==> config.mk <==
export PLATFORM = sky130hd
export DESIGN_NAME = rtc_top
export DESIGN_NICKNAME = d
export VERILOG_FILES = /design/src/design/rtc_pkg.sv /design/src/design/rtc_tick_gen.sv /design/src/design/rtc_time_counter.sv /design/src/design/rtc_alarm_match.sv /design/src/design/rtc_apb_regs.sv /design/src/design/rtc_top.sv
export SDC_FILE = /design/constraint.sdc
export NUM_CORES = 1
export LEC_CHECK = 0
export ABC_CLOCK_PERIOD_IN_PS = 1800
export BUFFER_PORTS_ARGS = -buffer_cell sky130_fd_sc_hd__buf_4
export CAP_MARGIN = 20
export CORE_MARGIN = 8
export CORE_UTILIZATION = 53
export DETAILED_ROUTE_END_ITERATION = 10
export PLACE_DENSITY = 0.76
export SYNTH_ARGS = -nofsm -noshare
export SYNTH_HDL_FRONTEND = slang
export SYNTH_SLANG_ARGS = --single-unit
==> constraint.sdc <==
create_clock -name pclk -period 1.8 [get_ports pclk]
set_input_delay 0.54 -clock pclk [delete_from_list [all_inputs] [get_ports pclk]]
set_output_delay 0.54 -clock pclk [all_outputs]
set_load 0.01 [all_outputs]
==> src/design/rtc_pkg.sv <==
// RTC shared package with field widths, register layouts, offsets and the ID value
package rtc_pkg;

	// Field widths.
	typedef logic [5:0]  sec_t;      // Seconds or minutes.
	typedef logic [4:0]  hour_t;
	typedef logic [14:0] day_t;
	typedef logic [3:0]  reg_addr_t; // Word address paddr[5:2].
	typedef logic [31:0] apb_data_t;

	// Counter register layout.
	typedef struct packed {
		day_t  day;  // Bits 31 to 17.
		hour_t hour; // Bits 16 to 12.
		sec_t  min;  // Bits 11 to 6.
		sec_t  sec;  // Bits 5 to 0.
	} rtc_time_t;

	typedef struct packed {
		hour_t hour;
		sec_t  min;
		sec_t  sec;
	} rtc_alarm_t;

	// Rollover strobes from the counter.
	typedef struct packed {
		logic sec;
		logic min;
		logic hour;
		logic day;
	} rtc_event_t;

	// Interrupt flags, also the enable field order.
	typedef struct packed {
		logic sec;
		logic min;
		logic hour;
		logic day;
		logic alarm;
	} rtc_int_t;

	typedef struct packed {
		rtc_int_t int_en; // Bits 6 to 2.
		logic     rsvd;   // Reads as zero.
		logic     rtc_en;
	} rtc_ctrl_t;

	// Register word offsets.
	localparam reg_addr_t REG_ID  = 4'd0;
	localparam reg_addr_t REG_CNT = 4'd4;
	localparam reg_addr_t REG_ALM = 4'd5;
	localparam reg_addr_t REG_CTL = 4'd6;
	localparam reg_addr_t REG_STS = 4'd7;

	localparam apb_data_t RTC_ID = 32'h5254_0100;

	localparam int STS_WDONE_BIT = 16;

endpackage

==> src/design/rtc_tick_gen.sv <==
// RTC prescaler that divides pclk down to a one-cycle seconds tick
`timescale 1ns/10ps

module rtc_tick_gen #(
	parameter int TICK_DIV = 32768
) (
	input  logic pclk,
	input  logic presetn,
	output logic tick
);

	localparam int CNT_W = (TICK_DIV > 1) ? $clog2(TICK_DIV) : 1;
	localparam logic [CNT_W-1:0] RELOAD = CNT_W'(TICK_DIV - 1);

	logic [CNT_W-1:0] div_q;
	logic             div_zero;

	assign div_zero = (div_q == '0);

	always_ff @(posedge pclk or negedge presetn) begin
		if (!presetn) begin
			div_q <= RELOAD;
			tick  <= 1'b0;
		end else begin
			tick <= div_zero; // First tick TICK_DIV cycles out of reset.
			if (div_zero) begin
				div_q <= RELOAD;
			end else begin
				div_q <= div_q - 1'b1;
			end
		end
	end

	// A divided tick is a single strobe, never a level.
	generate
		if (TICK_DIV > 1) begin : g_tick_chk
			a_tick_single: assert property (
				@(posedge pclk) disable iff (!presetn)
				tick |=> !tick
			) else $error("tick held high for two cycles");
		end
	endgenerate

endmodule

==> src/design/rtc_time_counter.sv <==
// RTC time counter keeping seconds, minutes, hours and days with rollover events
`timescale 1ns/10ps

module rtc_time_counter (
	input  logic                pclk,
	input  logic                presetn,
	input  logic                tick,
	input  logic                rtc_en,
	input  logic                cnt_load,
	input  rtc_pkg::rtc_time_t  cnt_wdata,
	output rtc_pkg::rtc_time_t  count,
	output rtc_pkg::rtc_event_t events
);

	import rtc_pkg::*;

	logic       sec_wrap;
	logic       min_wrap;
	logic       hour_wrap;
	logic       do_load;
	logic       do_inc;
	rtc_time_t  count_inc;
	rtc_event_t events_inc;

	assign do_load = tick & cnt_load;
	assign do_inc  = tick & rtc_en & ~cnt_load;

	// Carry chain. Out of range loaded values wrap on the next increment.
	always_comb begin
		sec_wrap  = (count.sec >= 6'd59);
		min_wrap  = sec_wrap && (count.min >= 6'd59);
		hour_wrap = min_wrap && (count.hour >= 5'd23);

		count_inc     = count;
		count_inc.sec = sec_wrap ? 6'd0 : count.sec + 6'd1;
		if (sec_wrap) begin
			count_inc.min = min_wrap ? 6'd0 : count.min + 6'd1;
		end
		if (min_wrap) begin
			count_inc.hour = hour_wrap ? 5'd0 : count.hour + 5'd1;
		end
		if (hour_wrap) begin
			count_inc.day = count.day + 15'd1;
		end

		events_inc.sec  = 1'b1;
		events_inc.min  = sec_wrap;
		events_inc.hour = min_wrap;
		events_inc.day  = hour_wrap;
	end

	always_ff @(posedge pclk or negedge presetn) begin
		if (!presetn) begin
			count  <= '0;
			events <= '0;
		end else begin
			events <= '0; // Strobes last one cycle.
			if (do_load) begin
				count <= cnt_wdata; // A load raises no events.
			end else if (do_inc) begin
				count  <= count_inc;
				events <= events_inc;
			end
		end
	end

	// Fields stay in their legal range after every increment.
	a_time_range: assert property (
		@(posedge pclk) disable iff (!presetn)
		do_inc |=> (count.sec < 6'd60) && (count.min < 6'd60) && (count.hour < 5'd24)
	) else $error("time field out of range after increment");

endmodule

==> src/design/rtc_alarm_match.sv <==
// RTC alarm register and comparator raising a one-cycle hit per matching second
`timescale 1ns/10ps

module rtc_alarm_match (
	input  logic                pclk,
	input  logic                presetn,
	input  logic                alm_load,
	input  rtc_pkg::rtc_alarm_t alm_wdata,
	input  rtc_pkg::rtc_time_t  count,
	input  logic                sec_event,
	output logic                alarm_hit
);

	import rtc_pkg::*;

	rtc_alarm_t alm_q;
	logic       time_eq;

	// Day is not part of the alarm.
	assign time_eq = (count.hour == alm_q.hour) &&
			 (count.min == alm_q.min) &&
			 (count.sec == alm_q.sec);

	always_ff @(posedge pclk or negedge presetn) begin
		if (!presetn) begin
			alm_q <= '0;
		end else if (alm_load) begin
			alm_q <= alm_wdata;
		end
	end

	always_ff @(posedge pclk or negedge presetn) begin
		if (!presetn) begin
			alarm_hit <= 1'b0;
		end else begin
			alarm_hit <= sec_event & time_eq; // Once per matching second.
		end
	end

endmodule

==> src/design/rtc_apb_regs.sv <==
// RTC APB register block with shadow registers, tick-staged writes and interrupt flags
`timescale 1ns/10ps

module rtc_apb_regs (
	input  logic                pclk,
	input  logic                presetn,
	input  logic                psel,
	input  logic                penable,
	input  logic                pwrite,
	input  rtc_pkg::reg_addr_t  paddr,
	input  rtc_pkg::apb_data_t  pwdata,
	output rtc_pkg::apb_data_t  prdata,
	input  logic                tick,
	input  rtc_pkg::rtc_time_t  count,
	input  rtc_pkg::rtc_event_t events,
	input  logic                alarm_hit,
	output logic                cnt_load,
	output rtc_pkg::rtc_time_t  cnt_wdata,
	output logic                alm_load,
	output rtc_pkg::rtc_alarm_t alm_wdata,
	output logic                rtc_en,
	output rtc_pkg::rtc_int_t   irq
);

	import rtc_pkg::*;

	reg_addr_t  addr_q;
	logic       wr_en;
	logic       wr_cnt;
	logic       wr_alm;
	logic       wr_ctl;
	logic       wr_sts;
	rtc_time_t  cnt_shd;
	rtc_alarm_t alm_shd;
	rtc_ctrl_t  ctl_shd;
	rtc_ctrl_t  ctl_act;
	rtc_ctrl_t  ctl_wr;
	logic       cnt_pend;
	logic       alm_pend;
	logic       ctl_pend;
	logic       wdone;
	rtc_int_t   int_q;
	rtc_int_t   int_set;
	rtc_int_t   int_clr;
	apb_data_t  sts_word;

	// Address is taken in the setup phase.
	always_ff @(posedge pclk or negedge presetn) begin
		if (!presetn) begin
			addr_q <= '0;
		end else if (psel) begin
			addr_q <= paddr;
		end
	end

	assign wr_en  = psel & penable & pwrite;
	assign wr_cnt = wr_en & (addr_q == REG_CNT);
	assign wr_alm = wr_en & (addr_q == REG_ALM);
	assign wr_ctl = wr_en & (addr_q == REG_CTL);
	assign wr_sts = wr_en & (addr_q == REG_STS);

	always_comb begin
		ctl_wr      = pwdata[6:0];
		ctl_wr.rsvd = 1'b0;
	end

	// Shadow registers. The counter shadow follows the count seen at each tick.
	always_ff @(posedge pclk or negedge presetn) begin
		if (!presetn) begin
			cnt_shd <= '0;
			alm_shd <= '0;
			ctl_shd <= '0;
		end else begin
			if (wr_cnt) begin
				cnt_shd <= pwdata;
			end else if (tick && !cnt_pend) begin
				cnt_shd <= count;
			end
			if (wr_alm) begin
				alm_shd <= pwdata[16:0];
			end
			if (wr_ctl) begin
				ctl_shd <= ctl_wr;
			end
		end
	end

	// A write in the tick cycle stays pending for the following tick.
	always_ff @(posedge pclk or negedge presetn) begin
		if (!presetn) begin
			cnt_pend <= 1'b0;
			alm_pend <= 1'b0;
			ctl_pend <= 1'b0;
		end else begin
			if (wr_cnt) begin
				cnt_pend <= 1'b1;
			end else if (tick) begin
				cnt_pend <= 1'b0;
			end
			if (wr_alm) begin
				alm_pend <= 1'b1;
			end else if (tick) begin
				alm_pend <= 1'b0;
			end
			if (wr_ctl) begin
				ctl_pend <= 1'b1;
			end else if (tick) begin
				ctl_pend <= 1'b0;
			end
		end
	end

	always_ff @(posedge pclk or negedge presetn) begin
		if (!presetn) begin
			ctl_act <= '0;
		end else if (tick && ctl_pend) begin
			ctl_act <= ctl_shd;
		end
	end

	assign cnt_load  = tick & cnt_pend;
	assign cnt_wdata = cnt_shd;
	assign alm_load  = tick & alm_pend;
	assign alm_wdata = alm_shd;
	assign rtc_en    = ctl_act.rtc_en;
	assign wdone     = ~(cnt_pend | alm_pend | ctl_pend);

	// Flags set only while counting and enabled.
	assign int_set = {events, alarm_hit} & ctl_act.int_en & {5{ctl_act.rtc_en}};
	assign int_clr = pwdata[6:2] & {5{wr_sts}};

	always_ff @(posedge pclk or negedge presetn) begin
		if (!presetn) begin
			int_q <= '0;
		end else begin
			int_q <= (int_q | int_set) & ~int_clr; // Clear wins.
		end
	end

	assign irq = int_q;

	always_comb begin
		sts_word                = '0;
		sts_word[STS_WDONE_BIT] = wdone;
		sts_word[6:2]           = int_q;
		case (addr_q)
			REG_ID:  prdata = RTC_ID;
			REG_CNT: prdata = cnt_shd;
			REG_ALM: prdata = {15'd0, alm_shd};
			REG_CTL: prdata = {25'd0, ctl_shd};
			REG_STS: prdata = sts_word;
			default: prdata = '0;
		endcase
	end

	// A staged write goes out as a single strobe on its tick.
	a_load_on_tick: assert property (
		@(posedge pclk) disable iff (!presetn)
		(cnt_load || alm_load) |=> !(cnt_load || alm_load)
	) else $error("load strobe held past its tick");

endmodule

==> src/design/rtc_top.sv <==
// RTC top level joining the prescaler, time counter, alarm comparator and APB registers
`timescale 1ns/10ps

module rtc_top #(
	parameter int TICK_DIV = 32768
) (
	input  logic               pclk,
	input  logic               presetn,
	input  logic               psel,
	input  logic               penable,
	input  logic               pwrite,
	input  rtc_pkg::reg_addr_t paddr,
	input  rtc_pkg::apb_data_t pwdata,
	output rtc_pkg::apb_data_t prdata,
	output rtc_pkg::rtc_int_t  irq
);

	import rtc_pkg::*;

	logic       tick;
	logic       cnt_load;
	logic       alm_load;
	logic       rtc_en;
	logic       alarm_hit;
	rtc_time_t  count;
	rtc_time_t  cnt_wdata;
	rtc_alarm_t alm_wdata;
	rtc_event_t events;

	rtc_tick_gen #(
		.TICK_DIV (TICK_DIV)
	) u_tick (
		.pclk    (pclk),
		.presetn (presetn),
		.tick    (tick)
	);

	rtc_time_counter u_counter (
		.pclk      (pclk),
		.presetn   (presetn),
		.tick      (tick),
		.rtc_en    (rtc_en),
		.cnt_load  (cnt_load),
		.cnt_wdata (cnt_wdata),
		.count     (count),
		.events    (events)
	);

	rtc_alarm_match u_alarm (
		.pclk      (pclk),
		.presetn   (presetn),
		.alm_load  (alm_load),
		.alm_wdata (alm_wdata),
		.count     (count),
		.sec_event (events.sec),
		.alarm_hit (alarm_hit)
	);

	rtc_apb_regs u_regs (
		.pclk      (pclk),
		.presetn   (presetn),
		.psel      (psel),
		.penable   (penable),
		.pwrite    (pwrite),
		.paddr     (paddr),
		.pwdata    (pwdata),
		.prdata    (prdata),
		.tick      (tick),
		.count     (count),
		.events    (events),
		.alarm_hit (alarm_hit),
		.cnt_load  (cnt_load),
		.cnt_wdata (cnt_wdata),
		.alm_load  (alm_load),
		.alm_wdata (alm_wdata),
		.rtc_en    (rtc_en),
		.irq       (irq)
	);

endmodule

==> flow_summary.json <==
{
  "status": "complete, but fails checks",
  "violations": "negative setup slack",
  "synth_flop_cell": "dfrtp_1",
  "avgSynthCellArea_um2": 10.5,
  "die_w_um": 131,
  "syn_area_um2": 6970,
  "gp_congestion": 0.864,
  "place_inst": 962,
  "route.detailed.drc": 0,
  "cts_num_sinks": 143,
  "worstSetupPathType": "register to output port",
  "wl_per_cell_um": 20.5,
  "rsz0062_at_grt": "true",
  "grt.total_usage_pct": 23.3,
  "nNetsFinal": 868,
  "worst-path-buf-inv": 2,
  "drt_iter0_drc": 643,
  "worst_ir_drop_vdd_mv": 0.795,
  "grt_pass1_vias": 5924,
  "hold_path.class": "input pin to async pin",
  "clock_latency_ns": 0.43,
  "cts_hold_buffers": 0,
  "fin_skew_ns": 0.0121,
  "final_hold_viol_count": 0,
  "rows": 42,
  "finalPower_mw": 8.30,
  "leakagePower_nw": 4.56,
  "dr_total_vias": 6079,
  "grt_antenna_before_repair": 0,
  "postRouteAntennaNets": 0,
  "reg2reg_from": "u_regs.addr_q[3]$_DFFE_PN0P_",
  "area_growth_pct": 36.0,
  "synth_top_area_share_pct": 45.9,
  "worst_path_max_delay_cell": "dfrtp_1",
  "crit_start": "u_regs.addr_q[2]$_DFFE_PN0P_",
  "cp_top_family": "simple AND/OR/NAND/NOR gates",
  "overflow": 0,
  "htreeDepth": 4,
  "die-area_um2": 17100,
  "cts_buffers": 17,
  "path_cells": "nor2b_4 > and3b_2 > buf_6 > a222oi_1 > nand2_1 > buf_4",
  "worst_ep_required_time_ns": 1.26,
  "max_slew.worst_pin.slew_ns": 0.469,
  "drive_gt1_share_pct": 39.4,
  "grt_pass1_wl_um": 31000,
  "cp-end-kind": "output port",
  "place_hpwl_um": 12800,
  "crit_fanout": 7,
  "wl_um": 20700,
  "cts.clk_slew.worst_paths_ns": 0.06,
  "fin_crit_sh_pct": 137,
  "start_util_pct": 53.5,
  "cts_buffer_depth": 2,
  "yosys_warnings": 0,
  "synth_cell_type_count": 63,
  "slew_headroom_pct": 68.6,
  "cts_root_buffer": "clkbuf_16",
  "pin_count": 78,
  "setup_viol": 69,
  "first_pass_iters": 9,
  "power_density_nw_per_um2": 875,
  "synth_fp_nets": 712,
  "n_antenna_cell": 0,
  "fmax_mhz": 406,
  "fp.dieH_um": 131,
  "ys_ff_latch": 143,
  "yosysTopAreaCell": "dfrtp_1",
  "numPortBuffers": 77,
  "cp-start-kind": "register",
  "whs_ns": 0.0294,
  "postSynthCellCount": 666,
  "max_stage_delay_ns": 0.38,
  "cap_violations": 0,
  "cts_tree": "built",
  "fillCellCount": 879,
  "fp.coreArea_um2": 13000,
  "period_minus_slack_ns": 2.46,
  "layoutNonFillerInstCount": 1010,
  "multi_input_area_um2": 3350,
  "maxSlewViolCount": 0,
  "grt_start_max_net_pins": 66,
  "finalWorstSetupSlack_ns": -0.664,
  "ys_seq_area_share_pct": 51.6,
  "synth_area_leaders": "dfrtp_1 (46%), mux2_2 (8.1%), dfstp_2 (5.7%), nand2_1 (5.0%), o21ai_0 (3.8%)",
  "critPathArrivalTime_ns": 1.92,
  "synth_edf_count": 0,
  "seq_area_um2": 3600,
  "async_flop_share_pct": 100,
  "vias_per_cell": 6.02
}
==> cell type report <==
type,count,area share (%)
clock inverters,12,1.70
clock buffers,19,4.67
inverters,20,0.844
repair buffers,175,17.2
multi-input cells,465,35.3
flip-flops and latches,143,37.9
well taps,176,2.32
==> repair_timing <==
action	in CTS	in global routing
setup buffers	5	9
gates cloned	1	7
gates resized for setup	77	60
endpoints found under the setup margin	50	106
pin swaps	25	32
==> power by group <==
part | internal [mW] | leakage (nW) | switching (mW)
clock network | 2.22 | 0.298 | 1.40
logic | 0.477 | 2.39 | 0.394
registers | 3.52 | 1.87 | 0.287
total | 6.22 | 4.56 | 2.08
==> Yosys cell counts (2+ instances only) <==
| cell type | number |
|---|---|
| a211oi_1 | 4 |
| a21o_1 | 12 |
| a21oi_1 | 24 |
| a221o_1 | 6 |
| a222oi_1 | 6 |
| a22o_1 | 9 |
| a22oi_1 | 5 |
| a311oi_1 | 2 |
| a31oi_1 | 7 |
| and2_1 | 12 |
| and3_1 | 4 |
| buf_1 | 2 |
| buf_2 | 10 |
| clkbuf_1 | 25 |
| dfrtp_1 | 128 |
| dfstp_2 | 15 |
| ha_1 | 5 |
| inv_1 | 18 |
| mux2_2 | 50 |
| mux2i_1 | 26 |
| nand2_1 | 92 |
| nand2b_1 | 2 |
| nand3_1 | 22 |
| nand3b_1 | 4 |
| nand4_1 | 5 |
| nor2_1 | 20 |
| nor2b_1 | 3 |
| nor3_1 | 11 |
| nor4_1 | 9 |
| o2111a_1 | 2 |
| o2111ai_1 | 2 |
| o211ai_1 | 7 |
| o21ai_0 | 53 |
| o22ai_1 | 3 |
| o311ai_0 | 4 |
| or3_1 | 3 |
| xnor2_1 | 19 |
| xor2_1 | 10 |
==> kinds of logic after synthesis <==
family | after synthesis | synth area share (%)
flip-flops | 143 | 51.6
adder cells (fa/ha/maj) | 5 | 0.897
buffers and inverters | 59 | 3.52
XOR/XNOR | 29 | 3.64
AO/OA/AOI/OAI | 156 | 14.8
AND/OR/NAND/NOR | 198 | 13.7
multiplexers | 76 | 11.8
==> through the flow <==
step	utilization, %	area, µm²	TNS, ns	setup WS, ns
finish	72.8	9490	-20.32	-0.664
global route	72.8	9490	-29.20	-0.753
CTS	70.2	9140	-17.99	-0.669
detailed placement	63.7	8310	-3.73	-0.220
global placement	63.7	8310	-2.64	-0.154
floorplan	-	7040	-0.263	-0.0828
==> sequential cells by signal (all words and copies together), names as in the netlist, 4 cells and up <==
signal            cells
u_counter.count      32
u_regs.cnt_wdata     32
u_alarm.alm_q        17
u_regs.alm_wdata     17
u_tick.div_q         15
u_regs.ctl_shd        6
u_regs.ctl_act        5
u_regs.irq            5
u_counter.events      4
u_regs.addr_q         4
==> cell usage in the layout (no fill, tap or decap), drive strengths merged, types with 4 or more instances in the layout <==
| master | netlist | routed |
|---|---|---|
| a211oi | 4 | 4 |
| a21o | 12 | 12 |
| a21oi | 25 | 25 |
| a221o | 6 | 6 |
| a222oi | 6 | 6 |
| a22o | 9 | 9 |
| a22oi | 5 | 5 |
| a31oi | 7 | 7 |
| and2 | 12 | 12 |
| and3 | 4 | 4 |
| buf | 14 | 170 |
| clkbuf | 25 | 24 |
| clkinv | 1 | 9 |
| dfrtp | 128 | 128 |
| dfstp | 15 | 15 |
| ha | 5 | 5 |
| inv | 19 | 20 |
| mux2 | 50 | 50 |
| mux2i | 26 | 26 |
| nand2 | 93 | 93 |
| nand3 | 23 | 23 |
| nand3b | 4 | 4 |
| nand4 | 5 | 5 |
| nor2 | 21 | 21 |
| nor3 | 13 | 13 |
| nor4 | 9 | 9 |
| o211ai | 7 | 7 |
| o21ai | 54 | 54 |
| o311ai | 5 | 5 |
| xnor2 | 19 | 19 |
| xor2 | 10 | 10 |
==> worst paths after layout <==
check                                                   end  slack (ns)  cells past startpoint
setup / recovery                                  prdata[5]       -0.66                      6
setup reg to reg            u_regs.cnt_wdata[0]$_DFFE_PN0P_       -0.15                      8
hold / removal             u_regs.cnt_wdata[18]$_DFFE_PN0P_        0.03                      1
hold reg to reg                  u_tick.div_q[14]$_DFF_PN1_        0.49                      2
min in group pclk          u_regs.cnt_wdata[23]$_DFFE_PN0P_        0.31                      3
max in group asynchronous   u_regs.alm_wdata[8]$_DFFE_PN0P_        1.11                      2
==> routing by layer <==
metal | part of all wire, % | vias to the layer above | global-route usage (%)
met5 | 0 | - | 0
met4 | 1.6 | 0 | 6.89
met3 | 8.1 | 30 | 4.87
met2 | 49 | 286 | 37.4
met1 | 41 | 3047 | 31.3
li1 | - | 2716 | -
Power figures use the tool's default switching activity.
